`config.mk`:
```
export PLATFORM = sky130hd
export DESIGN_NAME = sig_reply_serializer
export DESIGN_NICKNAME = d
export VERILOG_FILES = /design/src/secp256k1_cmd_pkg.sv /design/src/secp256k1_curve_pkg.sv /design/src/sig_reply_serializer.sv
export SDC_FILE = /design/constraint.sdc
export NUM_CORES = 1
export LEC_CHECK = 0
export BUFFER_PORTS_ARGS = -buffer_cell sky130_fd_sc_hd__buf_2
export CAP_MARGIN = 20
export CORE_AREA = 2 2 251 253
export DETAILED_ROUTE_END_ITERATION = 7
export DIE_AREA = 0 0 253 255
export PLACE_DENSITY = 0.71
export RECOVER_POWER = 25
export SKIP_LAST_GASP = 1
export SYNTH_ARGS = -nofsm -noshare
export SYNTH_HDL_FRONTEND = slang
export SYNTH_SLANG_ARGS = --single-unit
```
`constraint.sdc`:
```
create_clock -name i_clk -period 19 [get_ports i_clk]
set_clock_uncertainty 0.2 [all_clocks]
set_input_delay 2.85 -clock i_clk [delete_from_list [all_inputs] [get_ports i_clk]]
set_output_delay 2.85 -clock i_clk [all_outputs]
set_load 0.01 [all_outputs]
```
`src/secp256k1_cmd_pkg.sv`:
```
package secp256k1_cmd_pkg;

  localparam int WORD_BITS  = 64;
  localparam int WORD_BYTES = 8;

  typedef struct packed {
    logic [15:0] cmd;
    // Message length in bytes
    logic [31:0] len;
    logic [15:0] spare;
  } cmd_hdr_t;

  // First word of a packet is a header and the rest are plain data
  typedef union packed {
    cmd_hdr_t             hdr;
    logic [WORD_BITS-1:0] raw;
  } cmd_word_u;

  localparam logic [15:0] CMD_VERIFY_SIG     = 16'h0100;
  localparam logic [15:0] CMD_VERIFY_SIG_RPL = 16'h0101;

  // s, r, z and Q after the index word
  localparam int CMD_DATA_WORDS = 20;

  // Header, index, flags, u1 and u2
  localparam int RPL_WORDS = 11;
  localparam int RPL_BYTES = RPL_WORDS * WORD_BYTES;

endpackage

```
`src/secp256k1_curve_pkg.sv`:
```
package secp256k1_curve_pkg;

  localparam int SCALAR_BITS = 256;

  // Order of the secp256k1 base point
  localparam logic [SCALAR_BITS-1:0] CURVE_N =
    256'hFFFFFFFF_FFFFFFFF_FFFFFFFF_FFFFFFFE_BAAEDCE6_AF48A03B_BFD25E8C_D0364141;

  // Range check results returned to the host
  typedef struct packed {
    logic out_of_range_s;
    logic out_of_range_r;
  } check_flags_t;

endpackage
```
`src/sig_reply_serializer.sv`:
```
`timescale 1ns/1ps

module sig_reply_serializer import secp256k1_curve_pkg::*, secp256k1_cmd_pkg::*; (
  input  logic                          i_clk,
  input  logic                          i_rst,
  input  logic                          i_res_val,
  input  logic [SCALAR_BITS-1:0]        i_u1,
  input  logic [SCALAR_BITS-1:0]        i_u2,
  input  check_flags_t                  i_flags,
  input  logic [WORD_BITS-1:0]          i_index,
  input  logic                          i_tx_rdy,
  output logic                          o_busy,
  output logic [WORD_BITS-1:0]          o_tx_dat,
  output logic                          o_tx_val,
  output logic                          o_tx_sop,
  output logic                          o_tx_eop,
  output logic [$clog2(WORD_BYTES)-1:0] o_tx_mod
);

  logic [RPL_WORDS-1:0][WORD_BITS-1:0] sr;
  logic [3:0]                          cnt;
  logic                                xfer;
  logic                                load;
  cmd_word_u                           hdr_w;

  always_comb begin
    hdr_w.hdr.cmd   = CMD_VERIFY_SIG_RPL;
    hdr_w.hdr.len   = 32'(RPL_BYTES);
    hdr_w.hdr.spare = '0;
  end

  assign load     = i_res_val && !o_tx_val;
  assign xfer     = o_tx_val && i_tx_rdy;
  assign o_busy   = o_tx_val;
  assign o_tx_dat = sr[0];
  assign o_tx_sop = (cnt == '0);
  assign o_tx_eop = (cnt == 4'(RPL_WORDS - 1));
  // Reply is a whole number of words
  assign o_tx_mod = '0;

  always_ff @(posedge i_clk) begin
    if (i_rst) begin
      o_tx_val <= 1'b0;
      cnt      <= '0;
    end else if (load) begin
      o_tx_val <= 1'b1;
      cnt      <= '0;
    end else if (xfer) begin
      cnt <= cnt + 4'd1;
      if (o_tx_eop) o_tx_val <= 1'b0;
    end
  end

  always_ff @(posedge i_clk) begin
    if (load) begin
      sr <= {i_u2, i_u1,
             {{(WORD_BITS-$bits(check_flags_t)){1'b0}}, i_flags},
             i_index, hdr_w.raw};
    end else if (xfer) begin
      sr <= sr >> WORD_BITS;
    end
  end

  // A new result never lands while a reply is still going out
  a_no_result_lost: assert property (@(posedge i_clk) disable iff (i_rst)
    i_res_val |-> !o_tx_val);

endmodule

```
==> impl_metrics.yaml <==
run_status:
  status: "complete, but fails checks"
  violations_in_the_final_reports: "capacitance limit, slew limit"
clock_tree:
  numCtsBuffers: 75
  ctsLongestPathBuffers: 3
  cts_post_setup_buffers_inserted: 0
  ctsHoldBuffers: 0
  cts.root.buffer_cell: "sky130_fd_sc_hd__clkbuf_16"
  cts_htree_levels: 3
  clkTransAtPathRegs_ns: 0.06
  insertion_delay_ns: 0.60
  clock_sinks: 709
  tritoncts_clock_tree: "yes"
  cts_resized: 0
critical_path:
  path_cells: "clkbuf_1 -> and2_0 -> clkbuf_1 -> buf_4 -> buf_4 -> a22o_1"
  cp-start-kind: "input port"
  critPathArrivalTime_ns: 11.47
  cp_slowest_cell: "sky130_fd_sc_hd__and2_0"
  crit_required_ns: 19.26
  critical_path.max_stage_delay_ns: 3.17
  end_kind: "flip-flop"
  timing_worst_setup_path_type: "in -> reg"
  crit_fanout: 101
route:
  vias: 16910
  drt.antenna.violating_nets: 0
  wl_met2_um: 32830
  dr.pass1.iters: 5
  detail_route.drc_violations: 0
  wirelength_um: 67250
  drt_iter0_markers: 1561
  routed_via_density: 5.460
  detail_route.wl_per_cell_um: 21.71
  top_layer_used: "met5"
  route.met3.wl_um: 4518
  routedLengthMet1_um: 27210
timing:
  timing.final.crit_share_pct: 59.05
  drv_slew: 282
  setup_viol: 0
  hold_viol: 0
  worst_slew_margin_rel_pct: -195.5
  setup_repair_after_global_routing_missed_its_margin: "false"
  tightest_slew_ns: 4.430
  fmaxAchievable_ghz: 0.08914
  setup-tns-final_ns: 0
  post-route-min-period_ns: 11.22
floorplan:
  overall_die_area_um2: 64520
  starting_density_pct: 44.19
  std_cell_rows: 92
  core_area_um2: 62160
  chipHeight_um: 255
  die_width_um: 253
  design.portCount: 653
synth:
  netlist-cell-type-count: 27
  yosys_reg_bits: 709
  ys_seq_area_share_pct: 72.73
  syn_inst: 1668
  netlist_area_um2: 27470
  asyncSetResetFlopFracSynth_pct: 0
  ys_warn_count: 0
  synthesis.area_per_instance_um2: 16.47
  synth_edf_count: 578
  synth_ff_type: "sky130_fd_sc_hd__edfxtp_1"
power_and_ir_drop:
  power.density_nw_per_um2: 110.8
  max-vdd-ir-drop_mv: 0.06199
  power.total_mw: 3.672
  power_leakage_nw: 13.08
global_route:
  grt_overflow: 0
  grt_pass1_vias: 16447
  grt_start_max_net_pins: 243
  antenna_found_initial: 55
  track_usage_pct: 19.55
  grt_first_pass_wirelength_um: 96100
worst_hold_path:
  hp-class: "reg -> reg"
place:
  dp_hpwl_um: 45070
  portBuffers: 649
  place.gp.congestion: 0.8676
final_layout:
  postLayoutCoreUtil_pct: 53.30
  final_net_count: 2778
  area_growth_syn_to_layout_pct: 20.62
  final_layout_size_suffix_gt1_share_pct: 31.37
  num-fill-cells: 5124
run:
  max-cap-violations: 4
-- synth_stat cells (all sizes together) (2+ instances only) --
master | n | area share [%]
a211oi | 2 | 0.073
a22o | 635 | 20
and2 | 65 | 1.5
buf | 204 | 4.5
clkbuf | 14 | 0.19
dfxtp | 131 | 9.5
edfxtp | 578 | 63
ha | 3 | 0.14
inv | 3 | 0.041
nand2 | 11 | 0.15
nand3 | 7 | 0.13
nor2 | 2 | 0.036
nor3 | 3 | 0.055
-- critical path, delay by kind of cell --
kind	cells	cell delay, ns
buf+inv	4	5.06
simple gates	1	3.17
compound gates	1	0.25
-- sequential cells by signal, summed over array words and instances, names as in the netlist --
register / cells
o_busy: 1
cnt: 4
o_tx_dat: 64
sr: 640
-- area by class of cell --
cell class | instances | area [um2] | area share (%)
diodes | 44 | 110.1 | 0.3323
clock buffers | 95 | 2064 | 6.231
clock inverters | 43 | 432.9 | 1.307
inverters | 3 | 18.77 | 0.05665
multi-input cells | 740 | 6211 | 18.75
flip-flops and latches | 709 | 19980 | 60.30
well taps | 799 | 999.7 | 3.017
repair buffers | 664 | 3316 | 10.01
-- per-layer routing --
metal  vias to the layer above  global-route usage, %
met1                      8245                  25.03
met3                       156                  4.617
li1                       7853                      -
met4                        22                  11.34
met2                       634                  30.61
met5                         -                      0
-- report_power, final --
group / internal, mW / switching (mW) / total [mW]
registers: 1.85 / 0.0566 / 1.91
logic: 0.138 / 0.160 / 0.298
clock network: 0.869 / 0.596 / 1.47
-- cell usage in the layout, fill, tap and decap left out, drive strengths merged --
master      n
edfxtp    578
xnor2       1
and3b       1
xor2        1
nor2b       1
a22o      635
nor3        3
clkbuf    167
diode      44
ha          3
conb        3
nand2b      1
nor2        2
bufinv      7
nor3b       1
dfxtp     131
or3         1
inv         6
buf       592
and2       65
nand2      11
mux2i       1
clkinv     31
nand3       7
a211oi      2
o21ai       1
clkinvlp    2
-- cell families after synthesis --
family / synth area share [%]
adders and majority gates: 0.1367
and+or+nand+nor: 1.977
other: 0.01365
DFF: 72.73
AOI/OAI and AO/OA: 20.34
muxes: 0.03644
xor gates and xnor gates: 0.06378
buffers and inverters: 4.701
-- per-stage QoR --
step / instances / worst slack, ns / hold WS, ns / area (um2)
after global placement: 2915 / 11.75 / 0.2447 / 30630
after detailed placement: 2915 / 11.56 / 0.2491 / 30630
after floorplan: 1670 / 3.232 / 0.2328 / 27480
after CTS: 3053 / 12.21 / 0.2540 / 33130
after global routing: 3093 / 6.946 / 0.2737 / 33120
final: 3097 / 7.781 / 0.2476 / 33130
-- final timing paths --
path / to / from / slack (ns) / cells after the start
worst min register to register: o_tx_dat[46] / sr[110] / 0.25 / 1
worst max-delay path: sr[376] / i_tx_rdy / 7.78 / 6
worst max register to register: sr[376] / o_busy / 9.72 / 5
worst min-delay path: o_tx_dat[46] / sr[110] / 0.25 / 1
Power figures use the tool's default switching activity.
