<file path="src/secp256k1_cmd_pkg.sv">
package secp256k1_cmd_pkg;

  localparam int WORD_BITS  = 64;
  localparam int WORD_BYTES = 8;

  typedef struct packed {
    logic [15:0] cmd;
    // Message length in bytes
    logic [31:0] len;
    logic [15:0] spare;
  } cmd_hdr_t;

  // First word of a packet is a header and the rest are plain data
  typedef union packed {
    cmd_hdr_t             hdr;
    logic [WORD_BITS-1:0] raw;
  } cmd_word_u;

  localparam logic [15:0] CMD_VERIFY_SIG     = 16'h0100;
  localparam logic [15:0] CMD_VERIFY_SIG_RPL = 16'h0101;

  // s, r, z and Q after the index word
  localparam int CMD_DATA_WORDS = 20;

  // Header, index, flags, u1 and u2
  localparam int RPL_WORDS = 11;
  localparam int RPL_BYTES = RPL_WORDS * WORD_BYTES;

endpackage

</file>
<file path="src/secp256k1_curve_pkg.sv">
package secp256k1_curve_pkg;

  localparam int SCALAR_BITS = 256;

  // Order of the secp256k1 base point
  localparam logic [SCALAR_BITS-1:0] CURVE_N =
    256'hFFFFFFFF_FFFFFFFF_FFFFFFFF_FFFFFFFE_BAAEDCE6_AF48A03B_BFD25E8C_D0364141;

  // Range check results returned to the host
  typedef struct packed {
    logic out_of_range_s;
    logic out_of_range_r;
  } check_flags_t;

endpackage
</file>
<file path="src/sig_cmd_decoder.sv">
`timescale 1ns/1ps

module sig_cmd_decoder import secp256k1_curve_pkg::*, secp256k1_cmd_pkg::*; (
  input  logic                   i_clk,
  input  logic                   i_rst,
  input  cmd_word_u              i_rx_dat,
  input  logic                   i_rx_val,
  input  logic                   i_rx_sop,
  input  logic                   i_rx_eop,
  input  logic                   i_busy,
  output logic                   o_rx_rdy,
  output logic                   o_op_val,
  output logic [SCALAR_BITS-1:0] o_s,
  output logic [SCALAR_BITS-1:0] o_r,
  output logic [SCALAR_BITS-1:0] o_z,
  output logic [WORD_BITS-1:0]   o_index
);

  typedef enum logic [1:0] {IDLE, GET_INDEX, PARSE, DRAIN} state_t;

  state_t     state;
  logic [4:0] cnt;
  logic       xfer;
  logic       last_xfer;

  assign xfer      = i_rx_val && o_rx_rdy;
  assign last_xfer = xfer && (state == PARSE) && (cnt == 5'(CMD_DATA_WORDS - 1));

  always_ff @(posedge i_clk) begin
    if (i_rst) begin
      state    <= IDLE;
      cnt      <= '0;
      o_rx_rdy <= 1'b0;
      o_op_val <= 1'b0;
    end else begin
      o_op_val <= last_xfer;
      // Stall input until the engine has picked up the operands and the reply is out
      o_rx_rdy <= !(i_busy || o_op_val || last_xfer);
      case (state)
        IDLE: begin
          cnt <= '0;
          if (xfer && i_rx_sop) begin
            if (i_rx_dat.hdr.cmd == CMD_VERIFY_SIG) begin
              state <= GET_INDEX;
            end else if (!i_rx_eop) begin
              state <= DRAIN;
            end
          end
        end
        GET_INDEX: begin
          if (xfer) state <= PARSE;
        end
        PARSE: begin
          if (xfer) begin
            cnt <= cnt + 5'd1;
            if (last_xfer) state <= IDLE;
          end
        end
        DRAIN: begin
          if (xfer && i_rx_eop) state <= IDLE;
        end
        default: state <= IDLE;
      endcase
    end
  end

  always_ff @(posedge i_clk) begin
    if (xfer && state == GET_INDEX) o_index <= i_rx_dat.raw;
    // Words 12 to 19 carry Q and are dropped
    if (xfer && state == PARSE && !cnt[4]) begin
      case (cnt[3:2])
        2'd0: o_s[cnt[1:0]*WORD_BITS +: WORD_BITS] <= i_rx_dat.raw;
        2'd1: o_r[cnt[1:0]*WORD_BITS +: WORD_BITS] <= i_rx_dat.raw;
        2'd2: o_z[cnt[1:0]*WORD_BITS +: WORD_BITS] <= i_rx_dat.raw;
        default: ;
      endcase
    end
  end

  a_op_val_when_free: assert property (@(posedge i_clk) disable iff (i_rst)
    o_op_val |-> $past(!i_busy));

endmodule

</file>
<file path="config.mk">
export PLATFORM = sky130hd
export DESIGN_NAME = sig_cmd_decoder
export DESIGN_NICKNAME = d
export VERILOG_FILES = /design/src/secp256k1_cmd_pkg.sv /design/src/secp256k1_curve_pkg.sv /design/src/sig_cmd_decoder.sv
export SDC_FILE = /design/constraint.sdc
export NUM_CORES = 1
export LEC_CHECK = 0
export BUFFER_PORTS_ARGS = -buffer_cell sky130_fd_sc_hd__buf_2
export CAP_MARGIN = 20
export CORE_AREA = 2 2 354 356
export CTS_CLUSTER_SIZE = 16
export DETAILED_ROUTE_END_ITERATION = 16
export DIE_AREA = 0 0 356 358
export GPL_TIMING_DRIVEN = 0
export HOLD_SLACK_MARGIN = 0.02
export PLACE_DENSITY = 0.4
export SYNTH_ARGS = -nofsm -noshare
export SYNTH_HDL_FRONTEND = slang
export SYNTH_SLANG_ARGS = --single-unit
</file>
<file path="constraint.sdc">
create_clock -name i_clk -period 6.57 [get_ports i_clk]
set_clock_uncertainty 0.15 [all_clocks]
set_input_delay 0.9855 -clock i_clk [delete_from_list [all_inputs] [get_ports i_clk]]
set_output_delay 0.9855 -clock i_clk [all_outputs]
set_load 0.02 [all_outputs]
</file>
==> summary.md, run 1 <==
| Metric | Value |
|---|---|
| Status | finished clean |
| Simple-gate share of the synthesized area | 7.10% |
| Die Y | 358 um |
| Global Route Usage Sum | 16.5% |
| Worst skew pair latency | 0.68 ns |
| Die area | 127000 um^2 |
| Int Pwr | 8.72 mW |
| Maximum operating frequency | 283 MHz |
| Switching part of the total | 19.9% |
| Clock power share | 45.2% |
| Final setup fails | 0 |
| Sequential share of the synthesized area | 91.8% |
| Largest stage delay, worst path | 0.73 ns |
| Hpwl dp | 80800 um |
| WL final | 110000 um |
| CP Launch Type | flip-flop |
| Mapped Area | 27400 um^2 |
| Final #Nets | 2296 |
| Final WS setup | 3.04 ns |
| WL per Instance | 27.9 um |
| CTS tree | done |
| NetSw | 2.17 mW |
| Crit path max fanout | 10 |
| Largest net degree at the start of global routing | 37 |
| Synth Area per Inst | 22.8 um^2 |
| CP endpoint kind | flip-flop |
| Worst-path clk slew | 0.07 ns |
| Multiplexer share of the synthesized area | 0% |
| Critical path arrival | 3.87 ns |
| Leakage | 13.7 nW |
| Clock buffer count from CTS | 90 |
| Syn nets | 1275 |
| Total core area | 123000 um^2 |
| Synth Warn # | 0 |
| Initial antenna violation count | 20 |
| Slew @ Worst Pin | 1.07 ns |
| GRT overflow | 0 |
| Worst-path cell chain | buf_2 -> inv_2 -> ha_1 -> nor3b_4 -> buf_8 -> clkbuf_1 -> and2_1 |
| H-tree level count | 3 |
| Xor/xnor share of the synthesized area | 0.0639% |
| CTS Buffer Depth | 3 |
| Drc violations | 0 |
| Pre-CTS setup slack | 2.95 ns |
| Maxcap violations | 0 |
| DRT antenna net count | 0 |
| Vias in the first global route | 16.1k |
| Setup TNS | 0 ns |
| Netlist cell types | 34 |
| PwrDens | 291 nW/um^2 |
| Fin. Hold Viols | 0 |
| Max VDD drop | 0.172 mV |
| Initial core utilization | 22.2% |
| Vias/cell | 4.04 |
| Detailed Routing Iterations Pass 1 | 5 |
| Final Util | 30.4% |
| Hold Crit Class | flip-flop to flip-flop |
| Seq pwr share | 53.6% |
| Initial DRC Count | 1421 |
| Area after DPL | 34600 um^2 |
| Tcrit/Tclk final | 53.8% |
| Largest family of logic cells by synthesized area | simple AND/OR/NAND/NOR gates |
| Row Count | 129 |
| Slowest CP cell | clkbuf_1 |
| Post-cts resize count | 0 |
| Port buffer count | 902 |
| Root Driver | clkbuf_16 |
| Unrepaired setup endpoints after global routing | false |
| Post-CTS setup buffers | 0 |
| Post-Synth Adder-Cell Area | 0.228% |
| First-pass GRT wire length | 142000 um |
| Worst slew margin | 28.8% |
| Ports | 904 |
| Vias | 15.9k |
| Hold Buf Count CTS | 0 |
| Synth-to-Final Area Change | 36.8% |
| Compound-Gate Fraction of Synth Area | 0.260% |
| Combinational group share of total power | 1.1% |
| Die X | 356 um |
| Cell area after layout | 37500 um^2 |
| Synth Instances | 1200 |
| Gpl congestion | 0.757 |
| Yosys reg bits | 841 |
| Crit path kind | flip-flop to flip-flop |
| Clock sinks | 841 |
| Final Critical Period | 3.53 ns |
| CP Data Required Time | 6.91 ns |
| Layout cells sized above 1 | 47.6% |
| Slew Viols, Final | 0 |
==> cell families after synthesis <==
| kind of cell | Yosys count |
|---|---|
| compound gates | 11 |
| xor+xnor | 2 |
| fa+ha+maj | 5 |
| buf+inv | 33 |
| flops | 841 |
| simple gates | 308 |
==> final timing paths <==
kind	startpoint	to	slack, ns	cells after the start
worst min register to register	o_op_val	o_rx_rdy	0.28	1
worst min-delay path	o_op_val	o_rx_rdy	0.28	1
worst max register to register	cnt[0]	o_s[48]	3.04	7
worst max-delay path	cnt[0]	o_s[48]	3.04	7
==> metrics by stage <==
step	instances	power (mW)	hold slack [ns]
2_1_floorplan	1200	5.99	0.383
3_3_place_gp	3739	6.08	0.260
3_5_place_dp	3766	6.08	0.266
4_1_cts	3919	11.0	0.236
5_1_grt	3920	11.2	0.267
6_report	3934	10.9	0.277
==> power groups by stage <==
| stage | clock network (mW) | logic (mW) | registers (mW) |
|---|---|---|---|
| detailed placement | 0 | 0.128 | 5.95 |
| CTS | 5.03 | 0.128 | 5.84 |
| finish | 4.92 | 0.124 | 5.84 |
| floorplan | 0 | 0.0316 | 5.96 |
| global route | 5.22 | 0.135 | 5.84 |
| global placement | 0 | 0.122 | 5.95 |
==> critical path, delay by kind of cell (launching register included) <==
family	cells	cell delay, ns
adder cells (fa/ha/maj)	1	0.46
buffers and inverters	4	1.32
flip-flops	1	0.35
AND/OR/NAND/NOR	2	1.03
==> final cells by class <==
cell class | count | area, um^2
sequential | 841 | 25200
inverter | 3 | 13.8
fill | 12300 | 85800
multi-input combinational | 326 | 2160
clock buffer | 113 | 2390
clock inverter | 40 | 414
buffer | 30 | 138
antenna | 15 | 37.5
timing repair buffer | 929 | 5100
tap | 1637 | 2050
==> cell usage in the layout (no fill, tap or decap), types with 2 or more instances in the layout <==
cell	netlist	final
inv_6	0	2
bufinv_16	0	7
nor3_1	4	4
nand3_1	2	2
nand2_1	6	6
xnor2_1	2	2
buf_2	3	905
ha_1	5	5
nor2_1	5	5
dfxtp_1	9	9
clkbuf_8	0	3
clkbuf_1	25	33
buf_6	1	2
edfxtp_1	832	832
a311oi_1	2	2
nor3b_4	0	3
buf_8	0	9
diode_2	0	15
nand4b_1	2	2
clkbuf_16	0	91
and2_1	269	257
o21ai_0	3	3
clkinv_1	0	16
nor3b_2	5	2
buf_16	0	15
clkbuf_2	0	11
a31oi_1	2	2
clkinv_2	0	10
and2_4	0	12
inv_16	0	3
nor4_1	5	4
nand4_1	2	2
==> routing by layer <==
layer / wire length, um / GRT usage [%] / vias to the layer above
met1: 40800 / 19.2 / 8238
li1: - / - / 6682
met3: 9690 / 5.17 / 145
met4: 2880 / 5.43 / 0
met5: 0 / 0 / -
met2: 56300 / 29.0 / 828
==> state kept, by name, indices dropped and copies added (netlist names) <==
register,count
o_s,256
o_r,256
o_rx_rdy,1
cnt,5
o_index,64
o_op_val,1
state,2
o_z,256
==> synthesized netlist by cell type (all sizes together) <==
library cell	count	area [um^2]
dfxtp	9	180
xnor2	2	17.5
nor4b	1	8.76
nor2	5	18.8
nand3	2	10.0
edfxtp	832	25000
a311oi	2	17.5
or4	2	18.8
nor2b	1	6.26
a21oi	1	5.00
and2	269	1680
clkbuf	25	93.8
nor3b	5	62.6
a22oi	1	7.51
nand4b	2	17.5
o21ai	4	20.0
nor4	5	31.3
ha	5	62.6
and3	2	13.8
nand4	2	12.5
a31oi	2	12.5
nand2	6	22.5
inv	3	13.8
nor3	6	40.0
buf	5	30.0
a32oi	1	8.76
No activity file was read; power rests on OpenSTA's default activity.
==> inputs of run 2 (changes only) <==
--- a/config.mk
+++ b/config.mk
@@ -5,12 +5,13 @@
 export SDC_FILE = /design/constraint.sdc
 export NUM_CORES = 1
 export LEC_CHECK = 0
+export ABC_AREA = 1
 export BUFFER_PORTS_ARGS = -buffer_cell sky130_fd_sc_hd__buf_2
 export CAP_MARGIN = 20
-export CORE_AREA = 2 2 354 356
+export CORE_AREA = 2 2 356 358
 export CTS_CLUSTER_SIZE = 16
 export DETAILED_ROUTE_END_ITERATION = 16
-export DIE_AREA = 0 0 356 358
+export DIE_AREA = 0 0 358 360
 export GPL_TIMING_DRIVEN = 0
 export HOLD_SLACK_MARGIN = 0.02
 export PLACE_DENSITY = 0.4
==> constraint.sdc (replaced) <==
create_clock -name i_clk -period 3.3 [get_ports i_clk]
set_clock_uncertainty 0.15 [all_clocks]
set_input_delay 0.495 -clock i_clk [delete_from_list [all_inputs] [get_ports i_clk]]
set_output_delay 0.495 -clock i_clk [all_outputs]
set_load 0.02 [all_outputs]
==> summary.md, run 2 <==
| Metric | Value |
|---|---|
| Leakage | 14.6 nW (+6.5%) |
| Crit Reg-Reg Endpoint | o_r[198] |
| Status | finished clean |
| Worst skew pair latency | 0.69 ns (about the same) |
| Synth-to-Final Area Change | 41.7% |
| Reg2Reg Setup Slack | 0.10 ns (-2.94 ns) |
| Leading cell type in the layout, fill and taps excluded | buf_2 |
| WL per Instance | 27.8 um (-0.25%) |
| Commonest non-fill, non-tap cells in the layout | buf_2, edfxtp_1, nor2_1, clkbuf_16, inv_1 |
| Hold Path Sink | o_index[51] |
| Async S/R FF share, synth | 0% (unchanged) |
| Port buffer count | 903 (+0.11%) |
| Synth area leaders | edfxtp_1, nor2_1, inv_1, nor3_1, dfxtp_1 |
| CTS tree | done |
| Syn nets | 1399 (+9.7%) |
| Sequential share of the synthesized area | 92.5% (+0.67 points) |
| Tcrit/Tclk final | 96.9% (+43 points) |
| Max VDD drop | 0.364 mV (+110%) |
| Crit path max fanout | 11 (+1) |
| Root Driver | clkbuf_16 |
| Yosys reg bits | 841 (unchanged) |
| Row Count | 130 (+0.78%) |
| Ports | 904 (unchanged) |
| Clock sinks | 841 (unchanged) |
| Gpl congestion | 0.795 (+5.1%) |
| Min Hold Slack | 0.0779 ns (-0.199 ns) |
| Synth Area per Inst | 20.5 um^2 (-10%) |
| Detailed Routing Iterations Pass 1 | 5 (unchanged) |
| Initial core utilization | 21.8% (-0.45 points) |
| Maximum operating frequency | 313 MHz (+10%) |
| Reg-to-reg startpoint | cnt[0] |
| Switching part of the total | 20.9% (+0.98 points) |
| Synth top cells by count | edfxtp_1, nor2_1, inv_1, nand2_1, nor3_1 |
| Total core area | 125000 um^2 (+1.3%) |
| Hold path cells | 1 (unchanged) |
| GRT overflow | 0 (unchanged) |
| Synth Warn # | 0 (unchanged) |
| WL final | 116000 um (+5.4%) |
| CP endpoint kind | flip-flop |
| H-tree level count | 3 (unchanged) |
| Netlist cell types | 26 (-24%) |
| Final Critical Period | 3.20 ns (-0.334 ns) |
| Vias | 16.9k (+6.1%) |
| Combinational group share of total power | 1.6% (+0.5 points) |
| Hold_sp | i_rx_dat[51] |
| Initial DRC Count | 1578 (+11%) |
| CP Launch Type | flip-flop |
| Slew Viols, Final | 0 (unchanged) |
| Seq pwr share | 52.9% (-0.7 points) |
| Final setup fails | 0 (unchanged) |
| Clock buffer count from CTS | 90 (unchanged) |
| Int Pwr | 17.4 mW (+99%) |
| First-pass GRT wire length | 151000 um (+6.7%) |
| Worst-path clk slew | 0.06 ns (about the same) |
| PwrDens | 570 nW/um^2 (+96%) |
| Die X | 358 um (+0.56%) |
| Count leader, synth | edfxtp_1 |
| Critical path arrival | 3.49 ns (-0.38 ns) |
| Share of the synthesized area in the top cell type | 91.9% (+0.67 points) |
| Worst slew margin | 37.5% (+8.7 points) |
| Vias in the first global route | 17.3k (+7.5%) |
| Fin. Hold Viols | 0 (unchanged) |
| CTS Buffer Depth | 3 (unchanged) |
| Mapped Area | 27200 um^2 (-0.73%) |
| Post-synth EDFFs | 832 (unchanged) |
| Synth Instances | 1324 (+10%) |
| Hpwl dp | 87700 um (+8.6%) |
| Hold Crit Class | input port to flip-flop |
| Initial antenna violation count | 12 (-40%) |
| Crit path kind | flip-flop to flip-flop |
| CP Data Required Time | 3.59 ns (-3.32 ns) |
| Vias/cell | 4.05 (+0.34%) |
| Post-synth top area cell | edfxtp_1 |
| Die Y | 360 um (+0.56%) |
| Drc violations | 0 (unchanged) |
| Slew @ Worst Pin | 0.937 ns (-0.131 ns) |
| NetSw | 4.59 mW (+110%) |
| Largest net degree at the start of global routing | 25 (-32%) |
| Worst r2r path cells | 9 (+2) |
| Maxcap violations | 0 (unchanged) |
| Main synth FF type | edfxtp_1 |
| # fillers | 12.5k (+1.8%) |
| Power after layout | 22.0 mW (+100%) |
| Global Route Usage Sum | 17.4% (+0.85 points) |
| Clock power share | 45.5% (+0.3 points) |
| DRT antenna net count | 0 (unchanged) |
| Final #Nets | 2506 (+9.1%) |
| Layout cells sized above 1 | 45.9% (-1.6 points) |
| Setup TNS | 0 ns (unchanged) |
| Die area | 129000 um^2 (+1.1%) |
run 2: power groups by stage:
| stage | Clock (mW) | Sequential [mW] | Combinational [mW] |
|---|---|---|---|
| 3_5_place_dp | 0 | 11.8 | 0.287 |
| 3_3_place_gp | 0 | 11.8 | 0.277 |
| 4_1_cts | 10.2 | 11.6 | 0.354 |
| 2_1_floorplan | 0 | 11.9 | 0.0861 |
| 6_report | 9.98 | 11.6 | 0.346 |
| 5_1_grt | 10.6 | 11.6 | 0.375 |
run 2: routing by layer:
layer	global-route usage, %	vias up	share of wire (%)
met3	5.05	171	8.7
met2	29.6	898	49
met5	0	-	0.021
met4	6.74	4	3.5
met1	20.6	8659	38
li1	-	7123	-
run 2: cell type report:
type                            instances  area [um^2]  area share, %
Timing Repair Buffer                 1015         6130           15.9
Multi-Input combinational cell        371         1770           4.58
Inverter                               80          308          0.799
Sequential cell                       841        25200           65.3
Clock buffer                          108         2360           6.13
Antenna cell                            3         7.51         0.0195
Tap cell                             1650         2060           5.36
Clock inverter                         58          543           1.41
Buffer                                 32          195          0.506
run 2: worst max-delay path, stage by stage, from the launching register on:
cell and delay, ns:
dfxtp_1 0.34, buf_2 0.18, inv_2 0.08, buf_4 0.26
ha_2 0.32, buf_2 0.19, nor2_1 0.19, nand2_2 0.37
buf_4 0.40, nor2_1 0.43
run 2: how the worst max path moves through the flow:
| stage | startpoint | to | slack [ns] |
|---|---|---|---|
| after global placement | i_rx_val | o_s[194] | -5.41 |
| after detailed placement | cnt[0] | o_s[60] | -0.71 |
| after floorplan | cnt[0] | o_r[0] | -1.05 |
| after CTS | cnt[0] | o_s[114] | 0.0009 |
| after global routing | cnt[0] | o_z[198] | -0.009 |
| final | cnt[0] | o_r[198] | 0.10 |
run 2: stage by stage:
step	worst slack, ns	area [um^2]	util [%]	std cells
after CTS	0.000917	38500	30.8	4153
after global routing	-0.00857	38500	30.8	4156
after detailed placement	-0.706	34800	27.9	3921
final	0.102	38500	30.9	4158
after floorplan	-1.05	27200	-	1324
after global placement	-5.41	33800	27.1	3877
run 2: kinds of logic after synthesis:
logic type | Yosys count | synth area share [%]
compound gates | 13 | 0.285
fa+ha+maj | 5 | 0.230
buf+inv | 112 | 1.65
flops | 841 | 92.5
simple gates | 353 | 5.32
run 2: what timing repair did:
action | in CTS | in global routing
pin swaps | 1 | 1
hold endpoints to repair | 117 | 0
hold buffers | 66 | 0
setup buffers | 0 | 2
setup endpoints to repair | 405 | 94
resized for setup | 32 | 11
